--- config.mk ---
export PLATFORM = sky130hd
export DESIGN_NAME = frame_gate
export DESIGN_NICKNAME = d
export VERILOG_FILES = /design/src/rtl/gamma_pkg.sv /design/src/rtl/frame_gate.sv
export SDC_FILE = /design/constraint.sdc
export NUM_CORES = 1
export LEC_CHECK = 0
export BUFFER_PORTS_ARGS = -buffer_cell sky130_fd_sc_hd__buf_4
export CAP_MARGIN = 40
export CORE_AREA = 3 3 40 42
export CTS_BUF_LIST = sky130_fd_sc_hd__clkbuf_8 sky130_fd_sc_hd__clkbuf_16
export CTS_CLUSTER_DIAMETER = 200
export CTS_CLUSTER_SIZE = 20
export DETAILED_ROUTE_END_ITERATION = 12
export DIE_AREA = 0 0 43 45
export SETUP_SLACK_MARGIN = 0.15
export SYNTH_ARGS = -nofsm -noshare
export SYNTH_HDL_FRONTEND = slang
export SYNTH_SLANG_ARGS = --single-unit
--- constraint.sdc ---
create_clock -name rst -period 1 [get_ports rst]
set_input_delay 0.15 -clock rst [delete_from_list [all_inputs] [get_ports rst]]
set_output_delay 0.15 -clock rst [all_outputs]
set_load 0.01 [all_outputs]
--- src/rtl/gamma_pkg.sv ---
package gamma_pkg;

    // command port decoding
    localparam logic [15:0] GAMMA_BASE_ADDR = 16'h338;  // block base address
    localparam logic [15:0] GAMMA_ADDR_MASK = 16'h3fc;  // low 2 bits pick the register
    localparam logic [1:0]  REG_CTRL        = 2'd0;     // mode register
    localparam logic [1:0]  REG_TADDR       = 2'd2;     // table address load
    localparam logic [1:0]  REG_TDATA       = 2'd3;     // table data, auto-increments address
    localparam int          CMD_BYTES       = 6;        // al, ah, d0..d3
    localparam int          CMD_CNT_W       = $clog2(CMD_BYTES);

    // widths
    localparam int CMD_BYTE_W   = 8;
    localparam int CMD_ADDR_W   = 16;
    localparam int CMD_DATA_W   = 32;
    localparam int PIXEL_IN_W   = 16;
    localparam int PIXEL_OUT_W  = 8;
    localparam int TABLE_ADDR_W = 11;                   // page, color, pixel high byte
    localparam int TABLE_DEPTH  = 1 << TABLE_ADDR_W;
    localparam int TABLE_BASE_W = 10;                   // 2 bits more than the output
    localparam int TABLE_DIFF_W = 8;                    // encoded slope to next point
    localparam int TABLE_WORD_W = TABLE_DIFF_W + TABLE_BASE_W;

    typedef logic [CMD_BYTE_W-1:0]   cmd_byte_t;
    typedef logic [CMD_ADDR_W-1:0]   cmd_addr_t;
    typedef logic [CMD_DATA_W-1:0]   cmd_data_t;
    typedef logic [1:0]              reg_sel_t;
    typedef logic [PIXEL_IN_W-1:0]   pixel_in_t;
    typedef logic [PIXEL_OUT_W-1:0]  pixel_out_t;
    typedef logic [TABLE_ADDR_W-1:0] table_addr_t;
    typedef logic [TABLE_WORD_W-1:0] table_word_t;
    typedef logic [1:0]              bayer_t;

    // ctrl register layout, lsb first: bayer[1:0], page, en, repeat
    typedef struct packed {
        logic   repeat_mode;  // pass every sof, no trigger needed
        logic   en_input;     // 0 blocks all frames
        logic   table_page;   // selects one of two table pages
        bayer_t bayer;        // color of first pixel in a frame
    } gamma_mode_t;

    // one decoded host write
    typedef struct packed {
        logic      we;
        reg_sel_t  sel;
        cmd_data_t data;
    } cmd_write_t;

    // one table word write
    typedef struct packed {
        logic        we;
        table_addr_t addr;
        table_word_t data;
    } table_write_t;

    typedef enum logic {
        idle,     // waiting for strobe
        collect   // strobe seen, gathering bytes
    } deser_state_e;

endpackage

--- src/rtl/frame_gate.sv ---
module frame_gate (
    input  logic                   rst,
    input  logic                   mclk,
    input  gamma_pkg::gamma_mode_t mode,
    input  logic                   sof_in,
    input  logic                   eof_in,
    input  logic                   hact_in,
    input  logic                   trig,
    output logic                   sof_pass,
    output logic                   frame_run
);
    import gamma_pkg::*;

    logic vblank;     // from sof up to the first hact
    logic pend_trig;  // trigger waiting for the next sof
    logic trig_ok;    // trigger counts only outside vblank

    assign trig_ok = trig && !vblank;

    // same cycle as sof_in, nothing registered on this path
    assign sof_pass = sof_in && mode.en_input && (pend_trig || mode.repeat_mode);

    always_ff @(posedge rst or posedge mclk) begin
        if (mclk) begin
            vblank    <= 1'b0;
            pend_trig <= 1'b0;
            frame_run <= 1'b0;
        end else begin
            // sof opens the blank, first active line closes it
            vblank <= sof_in || (vblank && !hact_in);

            // any sof consumes the pending trigger, passed or not
            pend_trig <= trig_ok || (pend_trig && !sof_in);

            // running from a passed sof until eof
            frame_run <= sof_pass || (frame_run && !eof_in);
        end
    end

endmodule

==> flow_summary.yaml <==
timing:
  timing.final.ws_setup_ps: -84.8
  fin_skew_ps: 0.570
  hold_viol: 0
  holdWs_ps: 141
  period_share_pct: 108
  worstMarginPinSlew_ps: 144
  drv_slew: 0
  setup-violations-final: 1
  fmax_mhz: 922
  rsz0062_at_grt: "yes"
  setup_tns_ps: -84.8
  max_slew_margin_pct: 90.4
  min_period_ps: 1080
synthesis:
  netlist-cell-type-count: 5
  synth_area_per_cell_um2: 10.4
  seq_area_frac_synth_pct: 60.0
  netlist_instances: 12
  yosys_register_bits: 3
  syn-num-nets: 23
  synth_area_um2: 125
  ys_warn_count: 0
cts:
  clock-root-buffer: "clkbuf_8"
  clock_latency_ps: 210
  clk_pin_slew_ps: 30
  cts_sinks: 3
  numCtsBuffers: 3
  h-tree-depth: 1
  cts_buffer_depth: 2
  cts_tree: "yes"
power_and_ir_drop:
  leakage_nw: 0.170
  power_density_mw_per_mm2: 1910
  p_total_w: 0.000537
  peakVddDrop_v: 0.000429
global_routing:
  grt_pass1_wl_um: 565
  grt_max_degree: 4
  grt-ovfl-total: 0
  grt_pass1_vias: 155
  antenna_found_initial: 0
  grt_usage_pct: 4.59
floorplan:
  core_region_area_mm2: 0.00128
  fp.dieW_um: 43
  design.die.area_mm2: 0.00194
  rows: 13
  chipHeight_um: 45
  initial_core_util_pct: 9.74
  ios: 13
worst_setup_path:
  required_ps: 850
  crit_type: "reg2out"
  cp_max_fo: 2
  end_kind: "primary output"
  worstPathArrival_ps: 930
  critPathSlowestCell: "dfrtp_1"
  crit_path_max_incr_delay_ps: 360
  cp_cell_sequence: "o211a_1 > buf_6"
  startpoint_type: "flip-flop"
  rr_worst_depth: 2
status:
  status: "finished, violations left"
  violations: "negative setup slack"
finish:
  fillerInstances: 141
  n_antenna_cell: 0
  area_growth_syn_to_layout_pct: 125
  drive_above_1_share_pct: 48.1
  stdcell_count: 42
  fin_nets: 39
placement:
  gp_congestion: 0.565
  dpl.hpwl_um: 218
  numPortBuffers: 9
  dp.cells: 36
detailed_routing:
  drtIter0Drc: 0
  ant_nets: 0
  vias: 129
  wl_per_cell_um: 7.60
  firstDrtPassIters: 1
  drc: 0
  vias_per_cell: 3.07
  routed_wirelength_um: 319
run:
  drv_cap: 0
worst_hold_path:
  min_delay_path_depth: 2
  hold_path_class: "in2reg"
## cell families (layout without fill, tap and decap cells)
kind of cell,count (synthesis),after routing,share of synthesized area (%)
AOI/OAI and AO/OA,4,4,25.0
DFF,3,3,60.0
buffers and inverters,5,20,15.0
## flip-flops by register name, summed over array words and instances, names as in the netlist
register	flops
frame_run	1
pend_trig	1
vblank	1
## report_power, final
part           switching, W  internal [W]
clock network     0.0000724      0.000261
logic             0.0000208     0.0000445
registers        0.00000574      0.000133
total             0.0000989      0.000438
## timing repair
action                                 in CTS  in global routing
setup endpoints to repair                   3                  3
setup buffers                               1                  0
endpoints found under the hold margin       3                  0
hold buffers                                1                  0
resized for setup                           2                  0
cloned                                      0                  0
## through the flow
step	setup WS [ps]	instance area, µm²	utilization, %
after global placement	126	211	16.5
after CTS	-96.2	282	21.9
final	-84.8	282	21.9
after global routing	-121	282	21.9
after detailed placement	123	211	16.5
after floorplan	132	125	-
## cell type report
cell class                 instances  area, µm²  share of cell area [%]
clock inverter                     1       3.75                    1.33
inverter                           5       18.8                    6.67
clock buffer                       3       41.3                    14.7
tap                               15       18.8                    6.67
sequential                         3       75.1                    26.7
multi-input combinational          4       31.3                    11.1
timing repair buffer              11       92.6                    32.9
## worst max-delay path, delay by kind of cell (launching register included)
kind / cells / cell delay (ps)
AO/OA/AOI/OAI: 1 / 230
flip-flops: 1 / 360
buffers and inverters: 1 / 130
## final timing paths
path                       startpoint         to  slack, ps
setup / recovery            pend_trig   sof_pass        -80
hold / removal                 sof_in     vblank        140
setup reg to reg            pend_trig  frame_run        130
hold reg to reg                vblank  pend_trig        460
max in group asynchronous        mclk  pend_trig        500
min in group asynchronous        mclk  frame_run        380
## cell usage after synthesis
library cell | number | area, µm²
a21o_1 | 2 | 15.0
dfrtp_1 | 3 | 75.1
inv_1 | 5 | 18.8
o211a_1 | 1 | 10.0
o22ai_1 | 1 | 6.26
## placed cells by master (no fill, tap or decap), drive strengths merged
cell,Yosys,final
dfrtp,3,3
buf,0,10
o22ai,1,1
o211a,1,1
clkbuf,0,3
a21o,2,2
dlygate4sd3,0,1
inv,5,6
## metal layers
layer	track usage (%)	vias to the layer above	share of wire, %
li1	-	66	-
met5	0	-	0
met4	5.42	0	0
met2	6.29	6	47
met1	3.40	57	36
met3	4.38	0	17
Power figures use the tool's default switching activity.
