--- config.mk ---
export PLATFORM = sky130hd
export DESIGN_NAME = gamma_interp
export DESIGN_NICKNAME = d
export VERILOG_FILES = /design/src/rtl/gamma_pkg.sv /design/src/rtl/gamma_interp.sv
export SDC_FILE = /design/constraint.sdc
export NUM_CORES = 1
export LEC_CHECK = 0
export BUFFER_PORTS_ARGS = -buffer_cell sky130_fd_sc_hd__buf_2
export CORE_MARGIN = 2
export CORE_UTILIZATION = 53
export CTS_CLUSTER_SIZE = 25
export DETAILED_ROUTE_END_ITERATION = 16
export PLACE_DENSITY_LB_ADDON = 0.12
export REMOVE_ABC_BUFFERS = 1
export SYNTH_ARGS = -nofsm -noshare
export SYNTH_HDL_FRONTEND = slang
export SYNTH_SLANG_ARGS = --single-unit
--- constraint.sdc ---
create_clock -name rst -period 5.13 [get_ports rst]
set_input_delay 1.539 -clock rst [delete_from_list [all_inputs] [get_ports rst]]
set_output_delay 1.539 -clock rst [all_outputs]
set_load 0.1 [all_outputs]
--- src/rtl/gamma_pkg.sv ---
package gamma_pkg;

    // command port decoding
    localparam logic [15:0] GAMMA_BASE_ADDR = 16'h338;  // block base address
    localparam logic [15:0] GAMMA_ADDR_MASK = 16'h3fc;  // low 2 bits pick the register
    localparam logic [1:0]  REG_CTRL        = 2'd0;     // mode register
    localparam logic [1:0]  REG_TADDR       = 2'd2;     // table address load
    localparam logic [1:0]  REG_TDATA       = 2'd3;     // table data, auto-increments address
    localparam int          CMD_BYTES       = 6;        // al, ah, d0..d3
    localparam int          CMD_CNT_W       = $clog2(CMD_BYTES);

    // widths
    localparam int CMD_BYTE_W   = 8;
    localparam int CMD_ADDR_W   = 16;
    localparam int CMD_DATA_W   = 32;
    localparam int PIXEL_IN_W   = 16;
    localparam int PIXEL_OUT_W  = 8;
    localparam int TABLE_ADDR_W = 11;                   // page, color, pixel high byte
    localparam int TABLE_DEPTH  = 1 << TABLE_ADDR_W;
    localparam int TABLE_BASE_W = 10;                   // 2 bits more than the output
    localparam int TABLE_DIFF_W = 8;                    // encoded slope to next point
    localparam int TABLE_WORD_W = TABLE_DIFF_W + TABLE_BASE_W;

    typedef logic [CMD_BYTE_W-1:0]   cmd_byte_t;
    typedef logic [CMD_ADDR_W-1:0]   cmd_addr_t;
    typedef logic [CMD_DATA_W-1:0]   cmd_data_t;
    typedef logic [1:0]              reg_sel_t;
    typedef logic [PIXEL_IN_W-1:0]   pixel_in_t;
    typedef logic [PIXEL_OUT_W-1:0]  pixel_out_t;
    typedef logic [TABLE_ADDR_W-1:0] table_addr_t;
    typedef logic [TABLE_WORD_W-1:0] table_word_t;
    typedef logic [1:0]              bayer_t;

    // ctrl register layout, lsb first: bayer[1:0], page, en, repeat
    typedef struct packed {
        logic   repeat_mode;  // pass every sof, no trigger needed
        logic   en_input;     // 0 blocks all frames
        logic   table_page;   // selects one of two table pages
        bayer_t bayer;        // color of first pixel in a frame
    } gamma_mode_t;

    // one decoded host write
    typedef struct packed {
        logic      we;
        reg_sel_t  sel;
        cmd_data_t data;
    } cmd_write_t;

    // one table word write
    typedef struct packed {
        logic        we;
        table_addr_t addr;
        table_word_t data;
    } table_write_t;

    typedef enum logic {
        idle,     // waiting for strobe
        collect   // strobe seen, gathering bytes
    } deser_state_e;

endpackage

--- src/rtl/gamma_interp.sv ---
module gamma_interp (
    input  logic                   rst,
    input  logic                   mclk,
    input  gamma_pkg::gamma_mode_t mode,
    input  logic                   frame_run,
    input  logic                   sof_pass,
    input  gamma_pkg::pixel_in_t   pxd_in,
    input  logic                   hact_in,
    input  logic                   eof_in,
    output gamma_pkg::table_addr_t raddr,
    output logic                   ren,
    input  gamma_pkg::table_word_t rdata,
    output gamma_pkg::pixel_out_t  pxd_out,
    output logic                   hact_out,
    output logic                   sof_out,
    output logic                   eof_out
);
    import gamma_pkg::*;

    logic [3:0] hact_d;                  // sync delay lines, 4 cycles
    logic [3:0] sof_d;
    logic [3:0] eof_d;

    logic   line_start;                  // first pixel of a line
    logic   line_seen;                   // a line already started in this frame
    logic   row_r;                       // color bit 1 of the current line
    logic   col0_r;                      // color bit 0 of the next pixel
    logic   b0_r;                        // bayer[0] latched before the frame
    logic   cur_b0;
    logic   cur_b1;
    bayer_t color;

    logic [TABLE_DIFF_W-1:0] diff_w;     // raw table fields
    logic [TABLE_BASE_W-1:0] base_w;
    logic signed [10:0]      diff_dec;   // decoded slope
    logic signed [10:0]      diff_r;     // stage 2
    logic [TABLE_BASE_W-1:0] base_r;
    logic [7:0]              lo_d1;      // pixel low byte, stage 1
    logic [7:0]              lo_d2;      // stage 2, meets diff_r
    logic signed [19:0]      prod;
    logic [17:7]             prod_r;     // stage 3, bit 7 kept for rounding
    logic [TABLE_BASE_W-1:0] base_r2;
    logic [TABLE_BASE_W-1:0] sum;

    // color tracking
    assign line_start = hact_in && !hact_d[0];
    assign cur_b0     = line_start ? b0_r : col0_r;
    assign cur_b1     = (line_start && line_seen) ? !row_r : row_r;  // flip on later lines
    assign color      = frame_run ? {cur_b1, cur_b0} : mode.bayer;

    always_ff @(posedge rst or posedge mclk) begin
        if (mclk) begin
            line_seen <= 1'b0;
            row_r     <= 1'b0;
            col0_r    <= 1'b0;
            b0_r      <= 1'b0;
        end else if (!frame_run) begin
            line_seen <= 1'b0;                  // reload from mode between frames
            row_r     <= mode.bayer[1];
            col0_r    <= mode.bayer[0];
            b0_r      <= mode.bayer[0];
        end else if (hact_in) begin
            line_seen <= 1'b1;
            row_r     <= cur_b1;
            col0_r    <= !cur_b0;               // alternate along the line
        end
    end

    // table lookup, data back next cycle
    assign raddr = {mode.table_page, color, pxd_in[15:8]};
    assign ren   = hact_in;

    assign diff_w = rdata[TABLE_WORD_W-1 -: TABLE_DIFF_W];
    assign base_w = rdata[TABLE_BASE_W-1:0];

    // msb set: coarse slope, 7 bits scaled by 16
    assign diff_dec = diff_w[7] ? {diff_w[6:0], 4'b0000} :
                                  {{4{diff_w[6]}}, diff_w[6:0]};

    assign prod = diff_r * $signed({1'b0, lo_d2});  // signed x positive
    assign sum  = base_r2 + prod_r[17:8] + TABLE_BASE_W'(prod_r[7]);

    // datapath registers, no reset
    always_ff @(posedge rst) begin
        lo_d1   <= pxd_in[7:0];
        lo_d2   <= lo_d1;
        diff_r  <= diff_dec;
        base_r  <= base_w;
        prod_r  <= prod[17:7];
        base_r2 <= base_r;
        pxd_out <= sum[TABLE_BASE_W-1 -: PIXEL_OUT_W];  // drop 2 extra bits
    end

    always_ff @(posedge rst or posedge mclk) begin
        if (mclk) begin
            hact_d <= '0;
            sof_d  <= '0;
            eof_d  <= '0;
        end else begin
            hact_d <= {hact_d[2:0], hact_in};
            sof_d  <= {sof_d[2:0], sof_pass};   // only passed frames show up
            eof_d  <= {eof_d[2:0], eof_in};
        end
    end

    assign hact_out = hact_d[3];
    assign sof_out  = sof_d[3];
    assign eof_out  = eof_d[3];

endmodule

==> flow_summary.toml <==
[synthesis]
postSynthRegisterBits = 82
syn-mean-instance-area_sq_um = 10.4
postSynth.asyncResetShare_pct = 19.5
post-synth-top-area-fraction_pct = 25.2
syn-instance-count = 506
synth_top_area_cell = "dfxtp_1"
post_synth_main_area_contributors = "dfxtp_1 (25%), fa_1 (25%), ha_1 (9.5%)"
synth-edff-count = 0
synth_flop_cell = "dfxtp_1"
synthDistinctLibCells = 37
synth-warning-count = 0
synth-seq-area-share_pct = 32.8
post_synth_instance_area_sq_mm = 0.00525

[clock_tree]
clock_latency_ps = 370
cts_root_buf = "clkbuf_8"
clkTransAtPathRegs_ps = 80
tritoncts.num_buffers = 9
cts_htree_levels = 3
cts_repair_resize_count = 0
postcts_setup_bufs = 0
clock_sinks = 82
tritoncts_clock_tree = "yes"
clock_tree.buffer_depth = 2
ctsHoldBuffers = 0

[critical_path]
worst-endpoint-arrival_ps = 4780
timing.critical_path.fanout_max = 11
worstSetupStartpointType = "flop"
endpoint_kind = "flop"
worst_setup_path_type = "reg -> reg"
required_ps = 5380

[route]
number_of_nets_with_antenna_violations_after_detailed_routing = 0
vias = 3219
postRouteWirelength_um = 8300
drt_first_iter_violations = 86
post_route_drc = 0
first_pass_iters = 4
wl_per_cell_um = 12.2
avgViaCountPerCell = 4.72

[layout]
layoutNonFillerInstCount = 682
final.fill_count = 828
finish.utilization_pct = 59.4
final-seq-area_sq_mm = 0.00172
final_cell_mix = "inv_1 (100), fa_1 (66), dfxtp_1 (66), nand2_1 (56), buf_2 (47)"
areaGrowthSynthToFinish_pct = 9.56
final_layout_size_suffix_gt1_share_pct = 12.9
final_common_cell = "inv_1"
multi_input_area_sq_mm = 0.00303
fin_nets = 695
diodes = 0

[sta]
worst_setup_skew_after_layout_ps = 13.8
period_needed_ps = 4540
finalHoldViolations = 0
drv_slew = 0
worst_hold_slack_ps = 330
tightest_slew_ps = 586
setup_total_negative_slack_ps = 0
setup_violations = 0
slew_headroom_pct = 60.9
final_critical_path_setup_slack_ps = 593
post-route-period-util_pct = 88.4
setup_repair_after_global_routing_missed_its_margin = "false"
max_freq_ghz = 0.220

[floorplanning]
initial_core_utilization_pct = 54.2
die_span_in_x_um = 104
placement_rows = 36
pin_count = 68
die_height_um = 104
coreArea_sq_mm = 0.00968
floorplan.die_area_sq_mm = 0.0107

[grt]
globalRouteTotalUtil_pct = 17.8
first_global_vias = 3356
grt_pass1_wl_um = 15200
gr-total-overflow = 0
grt_max_degree = 17
initial_antenna_violation_count = 0

[placed_design]
placed_cells_incl_taps = 666
post-dp-hpwl_um = 6600
portBuffers = 47
dpl_worst_slack_ps = 571
place.gp.congestion = 0.768

[power_and_ir_drop]
power_density_mw_per_mm2 = 491
total_leakage_power_nw = 2.90
irDropWorstVdd_v = 0.000316

[status]
run_status = "finished clean"

[job]
maxCapViolations = 0

[min_path]
worst_hold_path_type = "reg -> reg"
## kinds of logic after synthesis
family,share of synthesized area [%]
AO/OA/AOI/OAI,4.70
flip-flops,32.8
adder cells (fa/ha/maj),34.7
buffers and inverters,9.44
multiplexers,1.00
XOR/XNOR,4.01
AND/OR/NAND/NOR,13.3
## critical path, stage by stage (launching register included)
cell and delay [ps]:
dfxtp_1 550, nand2_1 140, fa_1 550, inv_1 50
fa_1 500, inv_1 50, fa_1 460, fa_1 550
inv_1 40, ha_1 310, o21a_1 130, nor2_1 70
o31ai_4 350, o221ai_4 180, o2111ai_2 280, a21oi_2 90
xnor2_1 120
## final cells by class
type                       count  share of cell area, %
inverter                     100                   6.53
tap                          133                   2.89
sequential                    82                   29.9
timing repair buffer          47                   4.09
multi-input combinational    304                   52.7
clock buffer                  10                   2.59
clock inverter                 6                   1.24
## final timing paths
check | slack [ps] | cells past startpoint | startpoint | endpoint
setup / recovery | 590 | 16 | lo_d2[2] | prod_r[17]
hold / removal | 330 | 0 | lo_d1[3] | lo_d2[3]
setup reg to reg | 590 | 16 | lo_d2[2] | prod_r[17]
hold reg to reg | 330 | 0 | lo_d1[3] | lo_d2[3]
max in group asynchronous | 3520 | 2 | mclk | hact_d[2]
min in group asynchronous | 1210 | 2 | mclk | sof_d[1]
## synthesized netlist by cell type, types with 4 or more instances
cell and instances:
xor2_1 8, fa_1 66, nor2_1 15, a21oi_1 7
nor2b_1 7, dfrtp_1 16, ha_1 40, dfxtp_1 66
xnor2_1 16, inv_1 100, o21ai_0 5, nand3_1 5
nor3_1 4, buf_4 10, and2_1 45, clkbuf_1 9
nand2_1 56
## flip-flops by register name, indices dropped and copies added (netlist names)
| signal | count |
|---|---|
| diff_r | 11 |
| prod_r | 11 |
| base_r2 | 10 |
| base_r | 10 |
| lo_d1 | 8 |
| lo_d2 | 8 |
| pxd_out | 8 |
| eof_d | 4 |
| hact_d | 4 |
| sof_d | 4 |
| b0_r | 1 |
| col0_r | 1 |
| line_seen | 1 |
| row_r | 1 |
## report_power, final
group | internal [mW] | switching (mW) | total, mW
Combinational | 0.587 | 0.925 | 1.51
Sequential | 0.767 | 0.0496 | 0.816
Clock | 0.259 | 0.236 | 0.495
Total | 1.61 | 1.21 | 2.82
## metal layers
layer  part of all wire (%)  global-route usage [%]
met1                     46                    23.7
met2                     47                    28.5
met3                    5.8                    5.16
met4                    1.4                    5.21
met5                      0                       0
## stage by stage
stage | total power [mW] | instance area [sq um]
6_report | 2.82 | 5750
5_1_grt | 3.11 | 5750
4_1_cts | 2.87 | 5750
3_5_place_dp | 2.36 | 5530
3_3_place_gp | 2.32 | 5530
2_1_floorplan | 2.10 | 5130
Note: power is estimated with default switching activity, not from simulation.
