### config.mk
export PLATFORM = sky130hd
export DESIGN_NAME = gamma_regs
export DESIGN_NICKNAME = d
export VERILOG_FILES = /design/src/rtl/gamma_pkg.sv /design/src/rtl/gamma_regs.sv
export SDC_FILE = /design/constraint.sdc
export NUM_CORES = 1
export LEC_CHECK = 0
export BUFFER_PORTS_ARGS = -buffer_cell sky130_fd_sc_hd__buf_2
export CAP_MARGIN = 20
export CORE_ASPECT_RATIO = 1.4
export CORE_MARGIN = 4
export CORE_UTILIZATION = 30
export CTS_BUF_LIST = sky130_fd_sc_hd__clkbuf_2
export CTS_CLUSTER_SIZE = 8
export DETAILED_ROUTE_END_ITERATION = 8
export PLACE_DENSITY = 0.59
export SKIP_CTS_REPAIR_TIMING = 1
export SLEW_MARGIN = 10
export SYNTH_ARGS = -nofsm -noshare
export SYNTH_HDL_FRONTEND = slang
export SYNTH_SLANG_ARGS = --single-unit
### constraint.sdc
create_clock -name rst -period 2.1 [get_ports rst]
set_input_delay 0.105 -clock rst [delete_from_list [all_inputs] [get_ports rst]]
set_output_delay 0.105 -clock rst [all_outputs]
set_load 0.05 [all_outputs]
### src/rtl/gamma_pkg.sv
package gamma_pkg;

    // command port decoding
    localparam logic [15:0] GAMMA_BASE_ADDR = 16'h338;  // block base address
    localparam logic [15:0] GAMMA_ADDR_MASK = 16'h3fc;  // low 2 bits pick the register
    localparam logic [1:0]  REG_CTRL        = 2'd0;     // mode register
    localparam logic [1:0]  REG_TADDR       = 2'd2;     // table address load
    localparam logic [1:0]  REG_TDATA       = 2'd3;     // table data, auto-increments address
    localparam int          CMD_BYTES       = 6;        // al, ah, d0..d3
    localparam int          CMD_CNT_W       = $clog2(CMD_BYTES);

    // widths
    localparam int CMD_BYTE_W   = 8;
    localparam int CMD_ADDR_W   = 16;
    localparam int CMD_DATA_W   = 32;
    localparam int PIXEL_IN_W   = 16;
    localparam int PIXEL_OUT_W  = 8;
    localparam int TABLE_ADDR_W = 11;                   // page, color, pixel high byte
    localparam int TABLE_DEPTH  = 1 << TABLE_ADDR_W;
    localparam int TABLE_BASE_W = 10;                   // 2 bits more than the output
    localparam int TABLE_DIFF_W = 8;                    // encoded slope to next point
    localparam int TABLE_WORD_W = TABLE_DIFF_W + TABLE_BASE_W;

    typedef logic [CMD_BYTE_W-1:0]   cmd_byte_t;
    typedef logic [CMD_ADDR_W-1:0]   cmd_addr_t;
    typedef logic [CMD_DATA_W-1:0]   cmd_data_t;
    typedef logic [1:0]              reg_sel_t;
    typedef logic [PIXEL_IN_W-1:0]   pixel_in_t;
    typedef logic [PIXEL_OUT_W-1:0]  pixel_out_t;
    typedef logic [TABLE_ADDR_W-1:0] table_addr_t;
    typedef logic [TABLE_WORD_W-1:0] table_word_t;
    typedef logic [1:0]              bayer_t;

    // ctrl register layout, lsb first: bayer[1:0], page, en, repeat
    typedef struct packed {
        logic   repeat_mode;  // pass every sof, no trigger needed
        logic   en_input;     // 0 blocks all frames
        logic   table_page;   // selects one of two table pages
        bayer_t bayer;        // color of first pixel in a frame
    } gamma_mode_t;

    // one decoded host write
    typedef struct packed {
        logic      we;
        reg_sel_t  sel;
        cmd_data_t data;
    } cmd_write_t;

    // one table word write
    typedef struct packed {
        logic        we;
        table_addr_t addr;
        table_word_t data;
    } table_write_t;

    typedef enum logic {
        idle,     // waiting for strobe
        collect   // strobe seen, gathering bytes
    } deser_state_e;

endpackage

### src/rtl/gamma_regs.sv
module gamma_regs (
    input  logic                    rst,
    input  logic                    mclk,
    input  gamma_pkg::cmd_write_t   cmd_write,
    output gamma_pkg::gamma_mode_t  mode,
    output gamma_pkg::table_write_t table_write
);
    import gamma_pkg::*;

    table_addr_t taddr;      // next table word to write
    logic        set_ctrl;
    logic        set_taddr;
    logic        set_tdata;

    // select 1 has no register behind it
    assign set_ctrl  = cmd_write.we && (cmd_write.sel == REG_CTRL);
    assign set_taddr = cmd_write.we && (cmd_write.sel == REG_TADDR);
    assign set_tdata = cmd_write.we && (cmd_write.sel == REG_TDATA);

    always_ff @(posedge rst or posedge mclk) begin
        if (mclk) begin
            mode  <= '0;                            // input disabled after reset
            taddr <= '0;
        end else begin
            if (set_ctrl) begin
                mode <= gamma_mode_t'(cmd_write.data[$bits(gamma_mode_t)-1:0]);
            end
            if (set_taddr) begin
                taddr <= cmd_write.data[TABLE_ADDR_W-1:0];
            end else if (set_tdata) begin
                taddr <= taddr + 1'b1;              // step after each data word
            end
        end
    end

    // word goes to the current address in the same cycle
    assign table_write.we   = set_tdata;
    assign table_write.addr = taddr;
    assign table_write.data = cmd_write.data[TABLE_WORD_W-1:0];  // {diff, base}

endmodule

==> flow_metrics.py, run 1 <==
metrics = {
    "power_and_ir_drop": {
        "p_leak_nw": 0.5588,
        "p_comb_share_pct": 45.5,
        "swShare_pct": 49.35,
        "switchingPower_mw": 0.5221,
        "internal-power_mw": 0.5360,
        "max-vdd-ir-drop_mv": 0.5023,
        "power.density_nw_per_um2": 901.6,
        "pwr-share-clk_pct": 13.5,
        "pwr-share-seq_pct": 40.9,
    },
    "sta": {
        "grt_setup_unrepaired": "false",
        "fin_worst_skew_ns": 0.003337,
        "period_needed_ns": 1.692,
        "drv_slew": 0,
        "finalSetupViolations": 0,
        "fmax_mhz": 591.0,
        "maxSlewHeadroom_pct": 59.53,
        "worst_slew_pin_slew_ns": 0.6064,
        "period_share_pct": 80.58,
        "hold_ws_ns": 0.04727,
        "hold_viol": 0,
        "fin_setup_tns_ns": 0,
    },
    "yosys": {
        "synth_enable_flop_cells": 0,
        "synth_fp_nets": 151,
        "synth_top_area_share_pct": 37.65,
        "synth_fa_ha_area_share_pct": 1.176,
        "synthSimpleGateAreaFrac_pct": 21.29,
        "async_flop_share_pct": 100.0,
        "yosys.area.top_type": "dfrtp_1",
        "synth_top_family_by_area": "simple AND/OR/NAND/NOR gates",
        "synthXorXnorAreaFrac_pct": 0,
        "synth_mux_area_share_pct": 9.059,
        "avgSynthCellArea_um2": 9.412,
        "synth_area_um2": 1064,
        "synth_warnings": 0,
        "ys_top_cells_by_area": "dfrtp_1 38%, buf_4 14%, mux2_2 5.3%",
        "synth-seq-area-share_pct": 37.65,
        "ys_types": 30,
        "synth_seq_cells": 16,
        "synth_ff_type": "dfrtp_1",
        "synth-compound-area-share_pct": 13.18,
        "syn_inst": 113,
    },
    "setup_path": {
        "worstSetupStartpointType": "flip-flop",
        "crit_arrival_ns": 1.90,
        "r2r.worst_path.cells": 5,
        "required_ns": 2.31,
        "end_kind": "flip-flop",
        "setup.worst_path.class": "reg2reg",
        "critPathMaxFanout": 8,
    },
    "place": {
        "hpwl_um": 1846,
        "gp_congestion": 0.7843,
        "port_buffers": 43,
        "dpl-instance-area_um2": 1145,
    },
    "grt": {
        "grt_pass1_wl_um": 3884,
        "grt_pass1_vias": 876,
        "antenna_found_initial": 0,
        "grtUsageTotal_pct": 10.67,
        "grt_start_max_net_pins": 29,
        "gr-total-overflow": 0,
    },
    "finish": {
        "layout.nets": 176,
        "drive_gt1_share_pct": 40.88,
        "fin_area_um2": 1174,
        "utilization_pct": 34.42,
        "antenna_cells": 0,
        "synthToLayoutAreaGrowth_pct": 10.35,
    },
    "routing": {
        "ant_nets": 0,
        "dr.pass1.iters": 4,
        "vias": 881,
        "viasPerCell": 4.977,
        "routed_wl_um": 2431,
        "drtIter0Drc": 11,
        "drc": 0,
        "post_drt_wl_per_cell_um": 13.73,
    },
    "clocking": {
        "cts.htree.levels": 1,
        "cts_tree": "done",
        "clockRootBuffer": "clkbuf_2",
        "clk_latency_ns": 0.30,
        "clk_pin_slew_ns": 0.16,
        "clockBufferDepth": 2,
        "clock_sinks": 16,
        "cts_buffers": 3,
    },
    "min_path": {
        "whs_path_depth": 2,
        "hp-class": "in2reg",
    },
    "floorplan": {
        "core_um2": 3410,
        "die_w_um": 58.32,
        "die_area_um2": 4575,
        "die_h_um": 78.45,
        "num_rows": 25,
        "start_util_pct": 31.19,
        "io_pins": 72,
    },
    "run_status": {
        "outcome": "finished clean",
    },
    "flow_run": {
        "maxCapViolations": 0,
    },
}
[metal layers]
metal  vias up  GRT usage (%)  wire (um)
met3         4          3.125        230
li1        437              -          -
met2        37          17.23       1152
met5         -              0          0
met1       403          13.04       1026
met4         0          4.176         22
[cell families after synthesis]
logic type	count (synthesis)
DFF	16
muxes	9
buffers and inverters	25
and+or+nand+nor	39
AOI/OAI and AO/OA	23
adders and majority gates	1
[critical path, cell delays in order (launching register included)]
cell and delay [ns]:
dfrtp_1 0.51, ha_1 0.25, and4_4 0.27, nand4_1 0.13, mux2i_1 0.15, a211o_2 0.30
[flip-flops by register name, indices dropped and copies added (netlist names)]
register / cells
taddr: 11
mode: 5
[per-stage QoR]
step | std cells | power [mW] | worst slack [ns]
final | 177 | 1.058 | 0.4078
after global routing | 177 | 1.121 | 0.3519
after CTS | 176 | 1.068 | 0.4127
after detailed placement | 172 | 0.9248 | 0.4180
after global placement | 172 | 0.9142 | 0.4508
after floorplan | 113 | 0.8524 | 0.2174
[synthesized netlist by cell type, types with 2 or more instances]
library cell and n:
o21ai_0 2, buf_4 20, a2bb2oi_1 2, and3_1 2, a21oi_1 11, nor3b_1 2
dfrtp_1 16, nand3b_1 3, nor2_1 3, mux2_2 5, nand4_1 3, nand2b_1 2
nand2_1 12, nand3_1 7, o22ai_1 5, mux2i_1 4
[area by class of cell]
| class | count | area (um^2) |
|---|---|---|
| clock buffer | 3 | 15.01 |
| clock inverter | 1 | 3.754 |
| fill | 366 | 2236 |
| inverter | 1 | 3.754 |
| multi-input combinational | 72 | 475.5 |
| sequential | 16 | 400.4 |
| tap | 40 | 50.05 |
| timing repair buffer | 44 | 225.2 |
[path summary, 6_finish.rpt]
kind                       slack (ns)   endpoint    startpoint
setup / recovery                 0.41  taddr[10]      taddr[0]
hold / removal                   0.05    mode[2]  cmd_write[2]
setup reg to reg                 0.41  taddr[10]      taddr[0]
hold reg to reg                  0.53    mode[4]       mode[4]
max in group asynchronous        1.31   taddr[6]          mclk
min in group asynchronous        0.40    mode[4]          mclk
[power by group through the flow]
stage	registers, mW	logic (mW)	clock network, mW
floorplan	0.625	0.227	0
global placement	0.436	0.478	0
detailed placement	0.441	0.484	0
CTS	0.435	0.485	0.147
global route	0.446	0.513	0.162
finish	0.433	0.482	0.143
[placed cells by master (no fill, tap or decap), types with 2 or more instances in the layout]
cell type	netlist	routed
buf_2	1	43
dfrtp_1	16	16
nand2_1	12	12
a21oi_1	11	11
nand3_1	7	7
mux2_2	5	5
o22ai_1	5	5
mux2i_1	4	4
nand3b_1	3	3
nor2_1	3	3
nand4_1	3	3
clkbuf_2	0	3
o21ai_0	2	2
nand2b_1	2	2
a2bb2oi_1	2	2
and3_1	2	2
nor3b_1	2	2
Power figures use the tool's default switching activity.
==> inputs of run 2 (changes only) <==
--- a/config.mk
+++ b/config.mk
@@ -13,7 +13,7 @@
 export CTS_BUF_LIST = sky130_fd_sc_hd__clkbuf_2
 export CTS_CLUSTER_SIZE = 8
 export DETAILED_ROUTE_END_ITERATION = 8
-export PLACE_DENSITY = 0.59
+export PLACE_DENSITY = 0.61
 export SKIP_CTS_REPAIR_TIMING = 1
 export SLEW_MARGIN = 10
 export SYNTH_ARGS = -nofsm -noshare
==> constraint.sdc (replaced) <==
create_clock -name rst -period 1.4 [get_ports rst]
set_input_delay 0.07 -clock rst [delete_from_list [all_inputs] [get_ports rst]]
set_output_delay 0.07 -clock rst [all_outputs]
set_load 0.05 [all_outputs]
==> flow_metrics.py, run 2 (synthesis results as in run 1) <==
metrics = {
    "setup_path": {
        "critPathMaxFanout": 3,
        "r2r.worst_path.cells": 5,
        "crit_cells": 5,
        "worstPathCellList": "ha_4 -> and4_4 -> nand4_1 -> mux2i_1 -> a211o_2",
        "ff2ff_setup_slack_ns": 0.02,
        "worstSetupStartpointType": "flip-flop",
        "required_ns": 1.60,
        "path_delay_family": "flip-flops",
        "crit_arrival_ns": 1.58,
        "startpoint": "taddr[0]",
        "setup.worst_path.class": "reg2reg",
        "crit_buf_inv": 0,
        "cpPeakStageDelay_ns": 0.41,
        "slowest_stage": "dfrtp_2",
        "end_kind": "flip-flop",
        "worstReg2RegStart": "taddr[0]",
    },
    "sta": {
        "period_share_pct": 98.39,
        "worst_slew_pin_slew_ns": 0.6350,
        "maxSlewHeadroom_pct": 57.62,
        "hold_viol": 0,
        "fin_worst_skew_ns": 0.006500,
        "drv_slew": 0,
        "fin_setup_tns_ns": 0,
        "period_needed_ns": 1.377,
        "fmax_mhz": 726.0,
        "finalSetupViolations": 0,
        "grt_setup_unrepaired": "true",
        "hold_ws_ns": 0.02057,
    },
    "run_status": {
        "outcome": "finished clean",
    },
    "place": {
        "port_buffers": 43,
        "gp_congestion": 0.7585,
        "dpl-instance-area_um2": 1216,
        "hpwl_um": 1871,
    },
    "clocking": {
        "cts_tree": "done",
        "clock_sinks": 16,
        "clockBufferDepth": 2,
        "cts_buffers": 3,
        "clk_pin_slew_ns": 0.16,
        "clockRootBuffer": "clkbuf_2",
        "cts.htree.levels": 1,
        "clk_latency_ns": 0.29,
    },
    "finish": {
        "top_register": "taddr",
        "synthToLayoutAreaGrowth_pct": 18.00,
        "antenna_cells": 0,
        "utilization_pct": 36.81,
        "reg.largest.list": "taddr: 11 flops, mode: 5 flops",
        "layout.nets": 184,
        "layout_common_cells": "43 x buf_2, 12 x nand2_1, 11 x a21oi_1, 11 x dfrtp_1",
        "largest_reg_flops": 11,
        "fin_area_um2": 1255,
        "final_common_cell": "buf_2",
        "drive_gt1_share_pct": 47.59,
    },
    "routing": {
        "dr.pass1.iters": 4,
        "vias": 909,
        "ant_nets": 0,
        "drtIter0Drc": 14,
        "post_drt_wl_per_cell_um": 13.34,
        "drc": 0,
        "routed_wl_um": 2468,
        "viasPerCell": 4.914,
    },
    "power_and_ir_drop": {
        "swShare_pct": 48.14,
        "max-vdd-ir-drop_mv": 0.7917,
        "switchingPower_mw": 0.7908,
        "p_leak_nw": 0.5934,
        "internal-power_mw": 0.8518,
        "p_total_mw": 1.643,
        "pwr-share-seq_pct": 38.7,
        "power.density_nw_per_um2": 1309,
        "p_comb_share_pct": 48.4,
        "pwr-share-clk_pct": 12.9,
    },
    "floorplan": {
        "die_h_um": 78.45,
        "die_w_um": 58.32,
        "core_um2": 3410,
        "io_pins": 72,
        "start_util_pct": 31.19,
        "die_area_um2": 4575,
        "num_rows": 25,
    },
    "grt": {
        "grt_pass1_vias": 913,
        "grt_start_max_net_pins": 28,
        "grtUsageTotal_pct": 11.07,
        "antenna_found_initial": 0,
        "grt_pass1_wl_um": 4057,
        "gr-total-overflow": 0,
    },
    "min_path": {
        "hp-class": "in2reg",
        "hold_start": "cmd_write[2]",
        "whs_path_depth": 2,
    },
    "flow_run": {
        "maxCapViolations": 0,
    },
}
## run 2: cell types whose count changed in the layout (fill, tap and decap cells not counted), sizes merged
cell,previous run,this run
dlygate4sd3,1,2
buf,43,50
## run 2: worst register-to-register path: cells and delay by family, from the launching register on
kind	cells	cell delay (ns)
DFF	1	0.41
and+or+nand+nor	2	0.35
AOI/OAI and AO/OA	1	0.26
adders and majority gates	1	0.14
muxes	1	0.14
## run 2: worst paths after layout
kind	endpoint
worst min-delay path	mode[2]
min in group asynchronous	mode[2]
worst min register to register	mode[1]
max in group asynchronous	taddr[0]
worst max-delay path	taddr[10]
worst max register to register	taddr[10]
## run 2: per-stage QoR
step           instances  setup slack [ns]
4_1_cts              183          0.004048
3_3_place_gp         179           0.01092
3_5_place_dp         179           0.01164
2_1_floorplan        113           -0.2096
6_report             185           0.02254
5_1_grt              185          -0.01547
## run 2: cell type report
type / count / area, um^2
sequential: 16 / 406.6
clock inverter: 1 / 3.754
timing repair buffer: 52 / 287.8
tap: 40 / 50.05
multi-input combinational: 72 / 488.0
inverter: 1 / 3.754
clock buffer: 3 / 15.01
fill: 364 / 2155
## run 2: power groups by stage
stage | Sequential, mW | Clock [mW] | Combinational (mW)
after global routing | 0.649 | 0.240 | 0.852
after global placement | 0.639 | 0 | 0.789
after floorplan | 0.950 | 0 | 0.345
after CTS | 0.637 | 0.219 | 0.801
final | 0.635 | 0.212 | 0.795
after detailed placement | 0.645 | 0 | 0.799
## run 2: routing by layer
metal,share of wire [%],global-route usage [%],vias up
met4,0.53,3.480,0
met3,7.3,2.467,2
li1,-,-,451
met2,49,18.46,39
met1,43,13.84,417
met5,0,0,-
