===== src/rtl/gamma_pkg.sv =====
package gamma_pkg;

    // command port decoding
    localparam logic [15:0] GAMMA_BASE_ADDR = 16'h338;  // block base address
    localparam logic [15:0] GAMMA_ADDR_MASK = 16'h3fc;  // low 2 bits pick the register
    localparam logic [1:0]  REG_CTRL        = 2'd0;     // mode register
    localparam logic [1:0]  REG_TADDR       = 2'd2;     // table address load
    localparam logic [1:0]  REG_TDATA       = 2'd3;     // table data, auto-increments address
    localparam int          CMD_BYTES       = 6;        // al, ah, d0..d3
    localparam int          CMD_CNT_W       = $clog2(CMD_BYTES);

    // widths
    localparam int CMD_BYTE_W   = 8;
    localparam int CMD_ADDR_W   = 16;
    localparam int CMD_DATA_W   = 32;
    localparam int PIXEL_IN_W   = 16;
    localparam int PIXEL_OUT_W  = 8;
    localparam int TABLE_ADDR_W = 11;                   // page, color, pixel high byte
    localparam int TABLE_DEPTH  = 1 << TABLE_ADDR_W;
    localparam int TABLE_BASE_W = 10;                   // 2 bits more than the output
    localparam int TABLE_DIFF_W = 8;                    // encoded slope to next point
    localparam int TABLE_WORD_W = TABLE_DIFF_W + TABLE_BASE_W;

    typedef logic [CMD_BYTE_W-1:0]   cmd_byte_t;
    typedef logic [CMD_ADDR_W-1:0]   cmd_addr_t;
    typedef logic [CMD_DATA_W-1:0]   cmd_data_t;
    typedef logic [1:0]              reg_sel_t;
    typedef logic [PIXEL_IN_W-1:0]   pixel_in_t;
    typedef logic [PIXEL_OUT_W-1:0]  pixel_out_t;
    typedef logic [TABLE_ADDR_W-1:0] table_addr_t;
    typedef logic [TABLE_WORD_W-1:0] table_word_t;
    typedef logic [1:0]              bayer_t;

    // ctrl register layout, lsb first: bayer[1:0], page, en, repeat
    typedef struct packed {
        logic   repeat_mode;  // pass every sof, no trigger needed
        logic   en_input;     // 0 blocks all frames
        logic   table_page;   // selects one of two table pages
        bayer_t bayer;        // color of first pixel in a frame
    } gamma_mode_t;

    // one decoded host write
    typedef struct packed {
        logic      we;
        reg_sel_t  sel;
        cmd_data_t data;
    } cmd_write_t;

    // one table word write
    typedef struct packed {
        logic        we;
        table_addr_t addr;
        table_word_t data;
    } table_write_t;

    typedef enum logic {
        idle,     // waiting for strobe
        collect   // strobe seen, gathering bytes
    } deser_state_e;

endpackage


===== src/rtl/cmd_deser.sv =====
module cmd_deser (
    input  logic                  rst,
    input  logic                  mclk,
    input  gamma_pkg::cmd_byte_t  cmd_ad,
    input  logic                  cmd_stb,
    output gamma_pkg::cmd_write_t cmd_write
);
    import gamma_pkg::*;

    deser_state_e         state;
    logic [CMD_CNT_W-1:0] cnt;        // bytes received so far
    cmd_addr_t            addr_r;     // {ah, al}
    cmd_data_t            data_r;     // d3 ends up in the top byte
    logic                 we_r;
    logic                 last_byte;  // sixth byte on the bus now
    logic                 addr_hit;

    // a strobe always restarts, so it never counts as the last byte
    assign last_byte = (state == collect) && !cmd_stb &&
                       (cnt == CMD_CNT_W'(CMD_BYTES - 1));

    // only bits under the mask take part in the compare
    assign addr_hit = ((addr_r ^ GAMMA_BASE_ADDR) & GAMMA_ADDR_MASK) == '0;

    always_ff @(posedge rst or posedge mclk) begin
        if (mclk) begin
            state <= idle;
            cnt   <= '0;
            we_r  <= 1'b0;
        end else begin
            we_r <= last_byte && addr_hit;          // single cycle pulse
            if (cmd_stb) begin
                state <= collect;                   // first byte comes with strobe
                cnt   <= CMD_CNT_W'(1);
            end else if (state == collect) begin
                cnt <= cnt + 1'b1;
                if (last_byte) begin
                    state <= idle;
                end
            end
        end
    end

    // address and payload bytes, no reset needed
    always_ff @(posedge rst) begin
        if (cmd_stb) begin
            addr_r[7:0] <= cmd_ad;                  // address low
        end else if (state == collect) begin
            if (cnt == CMD_CNT_W'(1)) begin
                addr_r[15:8] <= cmd_ad;             // address high
            end else begin
                data_r <= {cmd_ad, data_r[CMD_DATA_W-1:CMD_BYTE_W]};  // d0 first
            end
        end
    end

    // addr_r and data_r hold still through the we cycle
    assign cmd_write.we   = we_r;
    assign cmd_write.sel  = reg_sel_t'(addr_r[1:0]);
    assign cmd_write.data = data_r;

endmodule


===== config.mk =====
export PLATFORM = sky130hd
export DESIGN_NAME = cmd_deser
export DESIGN_NICKNAME = d
export VERILOG_FILES = /design/src/rtl/gamma_pkg.sv /design/src/rtl/cmd_deser.sv
export SDC_FILE = /design/constraint.sdc
export NUM_CORES = 1
export LEC_CHECK = 0
export BUFFER_PORTS_ARGS = -buffer_cell sky130_fd_sc_hd__buf_2
export CAP_MARGIN = 20
export CORE_MARGIN = 2
export CORE_UTILIZATION = 30
export CTS_BUF_LIST = sky130_fd_sc_hd__clkbuf_16
export DETAILED_ROUTE_END_ITERATION = 12
export GPL_TIMING_DRIVEN = 0
export PLACE_DENSITY = 0.48
export SLEW_MARGIN = 15
export SYNTH_ARGS = -nofsm -noshare
export SYNTH_HDL_FRONTEND = slang
export SYNTH_SLANG_ARGS = --single-unit

===== constraint.sdc =====
create_clock -name rst -period 7.73 [get_ports rst]
set_input_delay 0.773 -clock rst [delete_from_list [all_inputs] [get_ports rst]]
set_output_delay 0.773 -clock rst [all_outputs]
set_load 0.01 [all_outputs]

==> flow_summary_export.csv, run 1 <==
group,metric,value,unit
global_route,grt_busiest_layer,"met2",
hold_path,hp-class,"primary input to async pin",
drt,drc,0,
power_and_ir_drop,max-vdd-ir-drop,0.0000998,V
global_route,grt_pass1_wl,3790,um
yosys,netlist_area,1570,um^2
yosys,synth-adder-area-share,1.59,%
power_and_ir_drop,p_int,512,uW
yosys,synthSimpleGateAreaFrac,5.18,%
drt,wl_per_cell,12.0,um
yosys,synth_top_area_cell,"edfxtp_1",
yosys,ys_types,18,
sta,max_slew.worst_pin.slew,540,ps
finish,synthToLayoutAreaGrowth,30.9,%
sta,finalClockSkew,3.39,ps
worst_setup_path,path_max_fanout,12,
yosys,yosysWarnings,0,
yosys,netlist_top_cells_area,"edfxtp_1 80%, dfrtp_1 8.0%, buf_4 1.9%",
yosys,syn_avg_cell_area,21.8,um^2
power_and_ir_drop,swShare,24.8,%
sta,fin_crit_sh,26.0,%
worst_setup_path,crit_path_max_incr_delay,470,ps
floorplan,rows,26,
worst_setup_path,path_class,"flop to flop",
finish,final_nets,140,
floorplan,die_w,76.3,um
yosys,synth_seq_area_share,88.4,%
power_and_ir_drop,p_leak,0.806,nW
global_route,met3_usage,3.08,%
clock_network,cts_root_buf,"clkbuf_16",
global_route,gr-total-overflow,0,
floorplan,dieArea,5820,um^2
place,gp_congestion,0.603,
worst_setup_path,crit_arrival,1990,ps
worst_setup_path,required,7710,ps
finish,final_common_cell,"buf_2",
floorplan,start_util,30.9,%
clock_network,clock-sinks,47,
worst_setup_path,r2r_cells,5,
power_and_ir_drop,clkPwrFrac,29.1,%
floorplan,pin_count,46,
worst_setup_path,critPathCaptureType,"flop",
yosys,syn_inst,72,
yosys,syn_nets,85,
power_and_ir_drop,p_total,680,uW
worst_setup_path,cpMaxStageDelayCell,"nor3b_2",
yosys,synth_seq_cells,47,
sta,rsz0062_at_grt,"false",
job,maxCapViolations,0,
power_and_ir_drop,power.density,331,nW/um^2
sta,fin_crit,2010,ps
yosys,synth_top_family_by_area,"simple AND/OR/NAND/NOR gates",
clock_network,htree_levels,2,
finish,fillers,496,
global_route,grt_usage,8.34,%
worst_setup_path,cp-start-kind,"flop",
global_route,first_global_vias,807,
drt,first_pass_iters,4,
sta,slew_headroom,63.8,%
drt,vias,796,
power_and_ir_drop,switching_power,168,uW
yosys,synth_mux_area_share,0,%
global_route,grt_use_met2,14.7,%
sta,tns,0,ps
clock_network,clk_latency,280,ps
power_and_ir_drop,seqPwrFrac,53.7,%
finish,drive_gt1_share,49.2,%
yosys,synth_xor_area_share,0.558,%
worst_setup_path,cp_cell_sequence,"ha_1 > nor2b_1 > nor3b_2 > buf_6 > buf_4",
finish,antenna_cells,0,
global_route,antenna_found_initial,0,
clock_network,cts_resized,0,
sta,setup_viol,0,
place,port_buffers,45,
floorplan,core_area,5070,um^2
finish,layout_common_cells,"45 x buf_2, 42 x edfxtp_1, 6 x buf_4",
sta,drv_slew,0,
yosys,synthDominantCellAreaShare,80.4,%
drt,drt-initial-drc-count,25,
floorplan,die_y,76.3,um
clock_network,hold_buffers,0,
sta,fmax,0.498,GHz
clock_network,cts_buffer_depth,2,
clock_network,cts_buffers,5,
clock_network,postCtsSetupBuffers,0,
drt,wl,2370,um
sta,hold_viol,0,
clock_network,clkTransAtPathRegs,60,ps
run_status,outcome,"completed",
power_and_ir_drop,p_comb_share,17.2,%
global_route,grt_max_degree,15,
yosys,synth_compound_area_share,1.91,%
drt,drtAntennaViolNets,0,
global_route,grt_util_met1,8.85,%
drt,via_per_inst,4.02,
clock_network,cts_tree,"yes",
place,dp_hpwl,1770,um
power groups by stage:
stage | clock, mW | combinational [mW] | sequential, mW
after global routing | 0.217 | 0.128 | 0.371
final | 0.198 | 0.117 | 0.365
after CTS | 0.206 | 0.120 | 0.366
after global placement | 0 | 0.107 | 0.373
after floorplan | 0 | 0.0398 | 0.392
after detailed placement | 0 | 0.120 | 0.371
cells in the mapped netlist:
library cell	instances
edfxtp_1	42
a21o_1	1
nand2b_1	1
dfrtp_1	5
nor4_2	1
xnor2_1	1
a211oi_1	1
inv_1	2
nand2_1	2
a21oi_1	1
nand4bb_1	1
nor3b_1	1
a21bo_2	1
nor2b_1	1
nor2_1	2
buf_4	4
ha_1	2
nand3b_1	3
worst max-delay path: cells and delay by family (launching register included):
family                   cells  cell delay (ps)
adder cells (fa/ha/maj)      1              240
flip-flops                   1              410
buffers and inverters        2              430
AND/OR/NAND/NOR              2              620
logic make-up after synthesis:
kind of cell | count (synthesis)
flip-flops | 47
AO/OA/AOI/OAI | 4
XOR/XNOR | 1
AND/OR/NAND/NOR | 12
adder cells (fa/ha/maj) | 2
buffers and inverters | 6
path summary, 6_finish.rpt:
kind | from | endpoint | slack [ps]
setup / recovery | cnt[0] | data_r[27] | 5720
hold / removal | mclk | cnt[0] | 390
setup reg to reg | cnt[0] | data_r[27] | 5720
hold reg to reg | data_r[20] | data_r[12] | 440
max in group asynchronous | mclk | we_r | 7160
min in group rst | data_r[20] | data_r[12] | 440
registers in the layout, indices dropped and copies added (netlist names):
signal and cells:
we_r 1, cnt 3, state 1, addr_r 10, data_r 32
routing by layer:
layer / up-vias / share of wire [%]
li1: 378 / -
met1: 385 / 41
met2: 27 / 51
met3: 6 / 5.6
met4: 0 / 1.8
met5: - / 0
final cells by class:
type	instances	area [um^2]	share of cell area, %
buffer	4	30.0	1.46
clock buffer	5	125	6.09
clock inverter	3	15.0	0.731
inverter	2	7.51	0.366
multi-input combinational	19	150	7.31
sequential	47	1390	67.5
tap	70	87.6	4.27
timing repair buffer	48	251	12.2
through the flow:
stage	cell area, um^2	util [%]	instances	setup WS (ps)	hold WS [ps]
after global routing	2050	40.5	198	5600	398
after detailed placement	1910	37.7	190	5430	428
after global placement	1880	37.1	187	2960	426
after CTS	2050	40.5	198	5680	387
final	2050	40.5	198	5720	390
after floorplan	1570	-	72	4090	473
Power figures use the tool's default switching activity.
==> inputs of run 2 (changes only) <==
PLACE_DENSITY = 0.5   (was 0.48)
clock period = 1.7 ns   (was 7.73 ns; I/O delays follow)
==> flow_summary_export.csv, run 2 (synthesized netlist as in run 1, its figures left out) <==
group,metric,value,unit
clock_network,clock-sinks,47,
finish,top_register,"data_r",
drt,drt-initial-drc-count,65,
drt,wl,2400,um
finish,antenna_cells,0,
clock_network,cts_tree,"yes",
drt,vias,796,
finish,synthToLayoutAreaGrowth,35.1,%
global_route,first_global_vias,817,
hold_path,hp-class,"primary input to flop",
drt,wl_per_cell,12.0,um
job,maxCapViolations,0,
power_and_ir_drop,p_leak,0.830,nW
floorplan,dieArea,5820,um^2
worst_setup_path,required,1690,ps
place,port_buffers,45,
finish,layout_common_cells,"45 x buf_2, 42 x edfxtp_1, 6 x buf_4",
worst_setup_path,critPathCaptureType,"flop",
finish,postLayoutCoreUtil,41.8,%
clock_network,cts_root_buf,"clkbuf_16",
global_route,antenna_found_initial,0,
finish,drive_gt1_share,49.6,%
drt,via_per_inst,4.00,
sta,drv_slew,0,
clock_network,clk_latency,280,ps
clock_network,cts_buffer_depth,2,
global_route,gr-total-overflow,0,
worst_setup_path,path_class,"flop to flop",
global_route,grt_pass1_wl,4040,um
run_status,outcome,"completed",
sta,rsz0062_at_grt,"false",
floorplan,rows,26,
floorplan,die_y,76.3,um
place,gp_congestion,0.686,
sta,holdWs,83.0,ps
power_and_ir_drop,p_total,3.31,mW
clock_network,htree_levels,2,
finish,largest_reg_flops,32,
worst_setup_path,r2r_cells,4,
place,pre_cts_ws,-302,ps
clock_network,cts_buffers,5,
sta,fmax,0.640,GHz
floorplan,core_area,5070,um^2
worst_setup_path,path_max_fanout,7,
floorplan,pin_count,46,
drt,drtAntennaViolNets,0,
worst_setup_path,crit_arrival,1550,ps
clock_network,clkTransAtPathRegs,60,ps
place,dp_hpwl,1750,um
sta,fin_crit,1560,ps
worst_setup_path,cp-start-kind,"flop",
sta,hold_viol,0,
sta,fin_crit_sh,91.9,%
finish,largestRegisters,"data_r (32), addr_r (10), cnt (3)",
sta,max_slew.worst_pin.slew,331,ps
hold_path,hold_depth,1,
drt,first_pass_iters,3,
sta,finalWorstSetupSlack,137,ps
sta,finalClockSkew,1.34,ps
sta,setup_viol,0,
power_and_ir_drop,max-vdd-ir-drop,0.000491,V
floorplan,die_w,76.3,um
clock_network,cts_resized,0,
global_route,grt_max_degree,19,
sta,slew_headroom,77.9,%
floorplan,start_util,30.9,%
finish,final_common_cell,"buf_2",
drt,drc,0,
power_and_ir_drop,power.density,1560,nW/um^2
global_route,grt_usage,9.12,%
finish,final_nets,141,
-- run 2: critical path: stages, from the launching register on --
cell	delay [ps]
dfrtp_1	410
ha_2	200
nor2b_4	130
nor3b_4	310
buf_4	220
-- run 2: per-stage QoR --
step                      cell area, um^2  std cells  TNS [ps]
after floorplan                      1590         72     -9790
after global placement               1900        187    -19310
after detailed placement             1930        188     -7430
after CTS                            2120        199         0
after global routing                 2120        199         0
final                                2120        199         0
-- run 2: layer usage --
metal	up-vias	routed length, um	GRT usage (%)
met1	376	987	10.9
li1	381	-	-
met5	-	0	0
met3	5	189	4.62
met2	34	1190	14.2
met4	0	29	3.27
-- run 2: repair_timing --
item,4_1_cts,5_1_grt
hold buffers,1,0
endpoints found under the setup margin,32,0
endpoints found under the hold margin,5,0
buffers inserted,2,0
-- run 2: area by class of cell --
class	count	area [um^2]
plain buffers	4	30.0
clock buffers	5	125
clock inverters	3	38.8
fillers	473	2960
inverters	2	7.51
multi-input cells	19	166
flip-flops and latches	47	1390
well taps	70	87.6
repair buffers	49	278
-- run 2: path summary, 6_finish.rpt --
check / from / slack, ps / end
worst max-delay path: cnt[0] / 140 / data_r[4]
worst min-delay path: cmd_ad[4] / 80 / data_r[28]
worst max register to register: cnt[0] / 140 / data_r[4]
worst min register to register: data_r[30] / 440 / data_r[22]
max in group asynchronous: mclk / 1200 / cnt[2]
min in group asynchronous: mclk / 330 / we_r
-- run 2: where the power goes --
part,total [mW],leakage [nW],internal (mW),switching (mW)
registers,1.66,0.458,1.57,0.0953
clock network,1.05,0.0812,0.684,0.365
logic,0.591,0.291,0.268,0.324
total,3.31,0.830,2.52,0.784
==> inputs of run 3 (changes only) <==
CORE_ASPECT_RATIO = 0.7   (was unset)
RECOVER_POWER = 25   (was unset)
==> flow_summary_export.csv, run 3 (synthesized netlist as in run 1, its figures left out) <==
group,metric,value,unit
place,gp_congestion,0.644,
worst_setup_path,r2r_setup_slack,150,ps
drt,drt-initial-drc-count,36,
worst_setup_path,cp_cell_sequence,"inv_1 > ha_2 > nor2b_4 > nor3b_4 > buf_4",
global_route,antenna_found_initial,0,
global_route,grt_util_met1,10.4,%
sta,finalWorstSetupSlack,150,ps
drt,drtAntennaViolNets,0,
finish,final_area,2110,um^2
worst_setup_path,cpMaxStageDelayCell,"dfrtp_1",
power_and_ir_drop,p_leak,0.815,nW
sta,hold_viol,0,
power_and_ir_drop,swShare,24.2,%
sta,finalClockSkew,3.15,ps
place,dp_hpwl,1710,um
sta,tns,0,ps
power_and_ir_drop,max-vdd-ir-drop,0.000499,V
drt,first_pass_iters,3,
sta,fmax,0.645,GHz
sta,fin_crit_sh,91.2,%
worst_setup_path,required,1690,ps
place,port_buffers,45,
power_and_ir_drop,p_comb_share,17.4,%
finish,largestRegisters,"data_r (32), addr_r (10), cnt (3)",
sta,fin_crit,1550,ps
floorplan,die_y,64.5,um
finish,final_common_cell,"edfxtp_1",
clock_network,clkTransAtPathRegs,60,ps
finish,antenna_cells,0,
power_and_ir_drop,clkPwrFrac,32.5,%
job,maxCapViolations,0,
drt,wl,2440,um
worst_setup_path,crit_path_max_incr_delay,380,ps
drt,drc,0,
global_route,grt_max_degree,18,
power_and_ir_drop,p_total,3.32,mW
sta,drv_slew,0,
global_route,grt_pass1_wl,3900,um
clock_network,clock-sinks,47,
power_and_ir_drop,power.density,1570,nW/um^2
power_and_ir_drop,seqPwrFrac,50.2,%
worst_setup_path,path_max_fanout,7,
floorplan,rows,21,
floorplan,core_area,4910,um^2
power_and_ir_drop,p_int,2.52,mW
floorplan,die_w,90.4,um
floorplan,dieArea,5830,um^2
finish,top_register,"data_r",
sta,holdWs,78.8,ps
clock_network,clk_latency,280,ps
clock_network,cts_tree,"yes",
sta,setup_viol,0,
global_route,grt_usage,8.91,%
clock_network,cts_resized,0,
finish,layout_common_cells,"42 x edfxtp_1, 39 x buf_2, 7 x buf_4",
worst_setup_path,path_class,"flop to flop",
run_status,outcome,"completed",
finish,largest_reg_flops,32,
floorplan,pin_count,46,
clock_network,cts_buffers,5,
clock_network,cts_buffer_depth,2,
worst_setup_path,critPathCaptureType,"flop",
drt,via_per_inst,3.94,
global_route,grt_busiest_layer,"met2",
global_route,met3_usage,4.19,%
global_route,grt_use_met2,14.4,%
floorplan,start_util,31.9,%
worst_setup_path,crit_arrival,1540,ps
finish,synthToLayoutAreaGrowth,34.4,%
finish,final_nets,142,
drt,wl_per_cell,12.2,um
drt,vias,785,
worst_setup_path,cp-start-kind,"flop",
place,pre_cts_ws,-367,ps
finish,drive_gt1_share,45.4,%
clock_network,htree_levels,2,
power_and_ir_drop,switching_power,804,uW
hold_path,hp-class,"primary input to flop",
clock_network,cts_root_buf,"clkbuf_16",
sta,rsz0062_at_grt,"false",
sta,slew_headroom,47.7,%
sta,max_slew.worst_pin.slew,785,ps
global_route,first_global_vias,809,
global_route,gr-total-overflow,0,
place,placed_area,1920,um^2
-- run 3: what timing repair did --
action,CTS,global route
hold buffers,1,0
endpoints found under the hold margin,5,0
buffers inserted,3,0
setup endpoints to repair,32,0
-- run 3: power by group through the flow --
| stage | registers (mW) | clock network [mW] | logic (mW) |
|---|---|---|---|
| final | 1.67 | 1.08 | 0.576 |
| after global routing | 1.69 | 1.17 | 0.638 |
| after CTS | 1.67 | 1.12 | 0.589 |
| after detailed placement | 1.70 | 0 | 0.555 |
| after global placement | 1.69 | 0 | 0.524 |
| after floorplan | 1.77 | 0 | 0.213 |
-- run 3: worst paths after layout --
check,to,start,depth (start not counted)
min in group asynchronous,cnt[1],mclk,3
worst min-delay path,addr_r[4],cmd_ad[4],1
max in group asynchronous,state,mclk,3
worst max register to register,data_r[17],cnt[1],5
worst min register to register,data_r[18],data_r[26],0
worst max-delay path,data_r[17],cnt[1],5
-- run 3: routing by layer --
layer,share of wire (%),up-vias
met5,0,-
met4,0,0
met3,6.5,0
met2,46,32
met1,47,369
li1,-,384
-- run 3: critical path, delay by kind of cell, from the launching register on --
family	cells	cell delay (ps)
buffers and inverters	2	280
AND/OR/NAND/NOR	2	400
flip-flops	1	380
adder cells (fa/ha/maj)	1	190
-- run 3: stage by stage --
| stage | utilization (%) | std cells |
|---|---|---|
| 6_report | 42.9 | 199 |
| 5_1_grt | 42.9 | 199 |
| 4_1_cts | 43.1 | 199 |
| 3_5_place_dp | 39.0 | 187 |
| 3_3_place_gp | 38.7 | 186 |
| 2_1_floorplan | - | 72 |
-- run 3: area by class of cell --
| type | instances | area (um^2) |
|---|---|---|
| fill | 445 | 2800 |
| sequential | 47 | 1390 |
| timing repair buffer | 50 | 265 |
| multi-input combinational | 19 | 166 |
| clock buffer | 5 | 125 |
| tap | 69 | 86.3 |
| clock inverter | 3 | 42.5 |
| buffer | 4 | 30.0 |
| inverter | 2 | 7.51 |
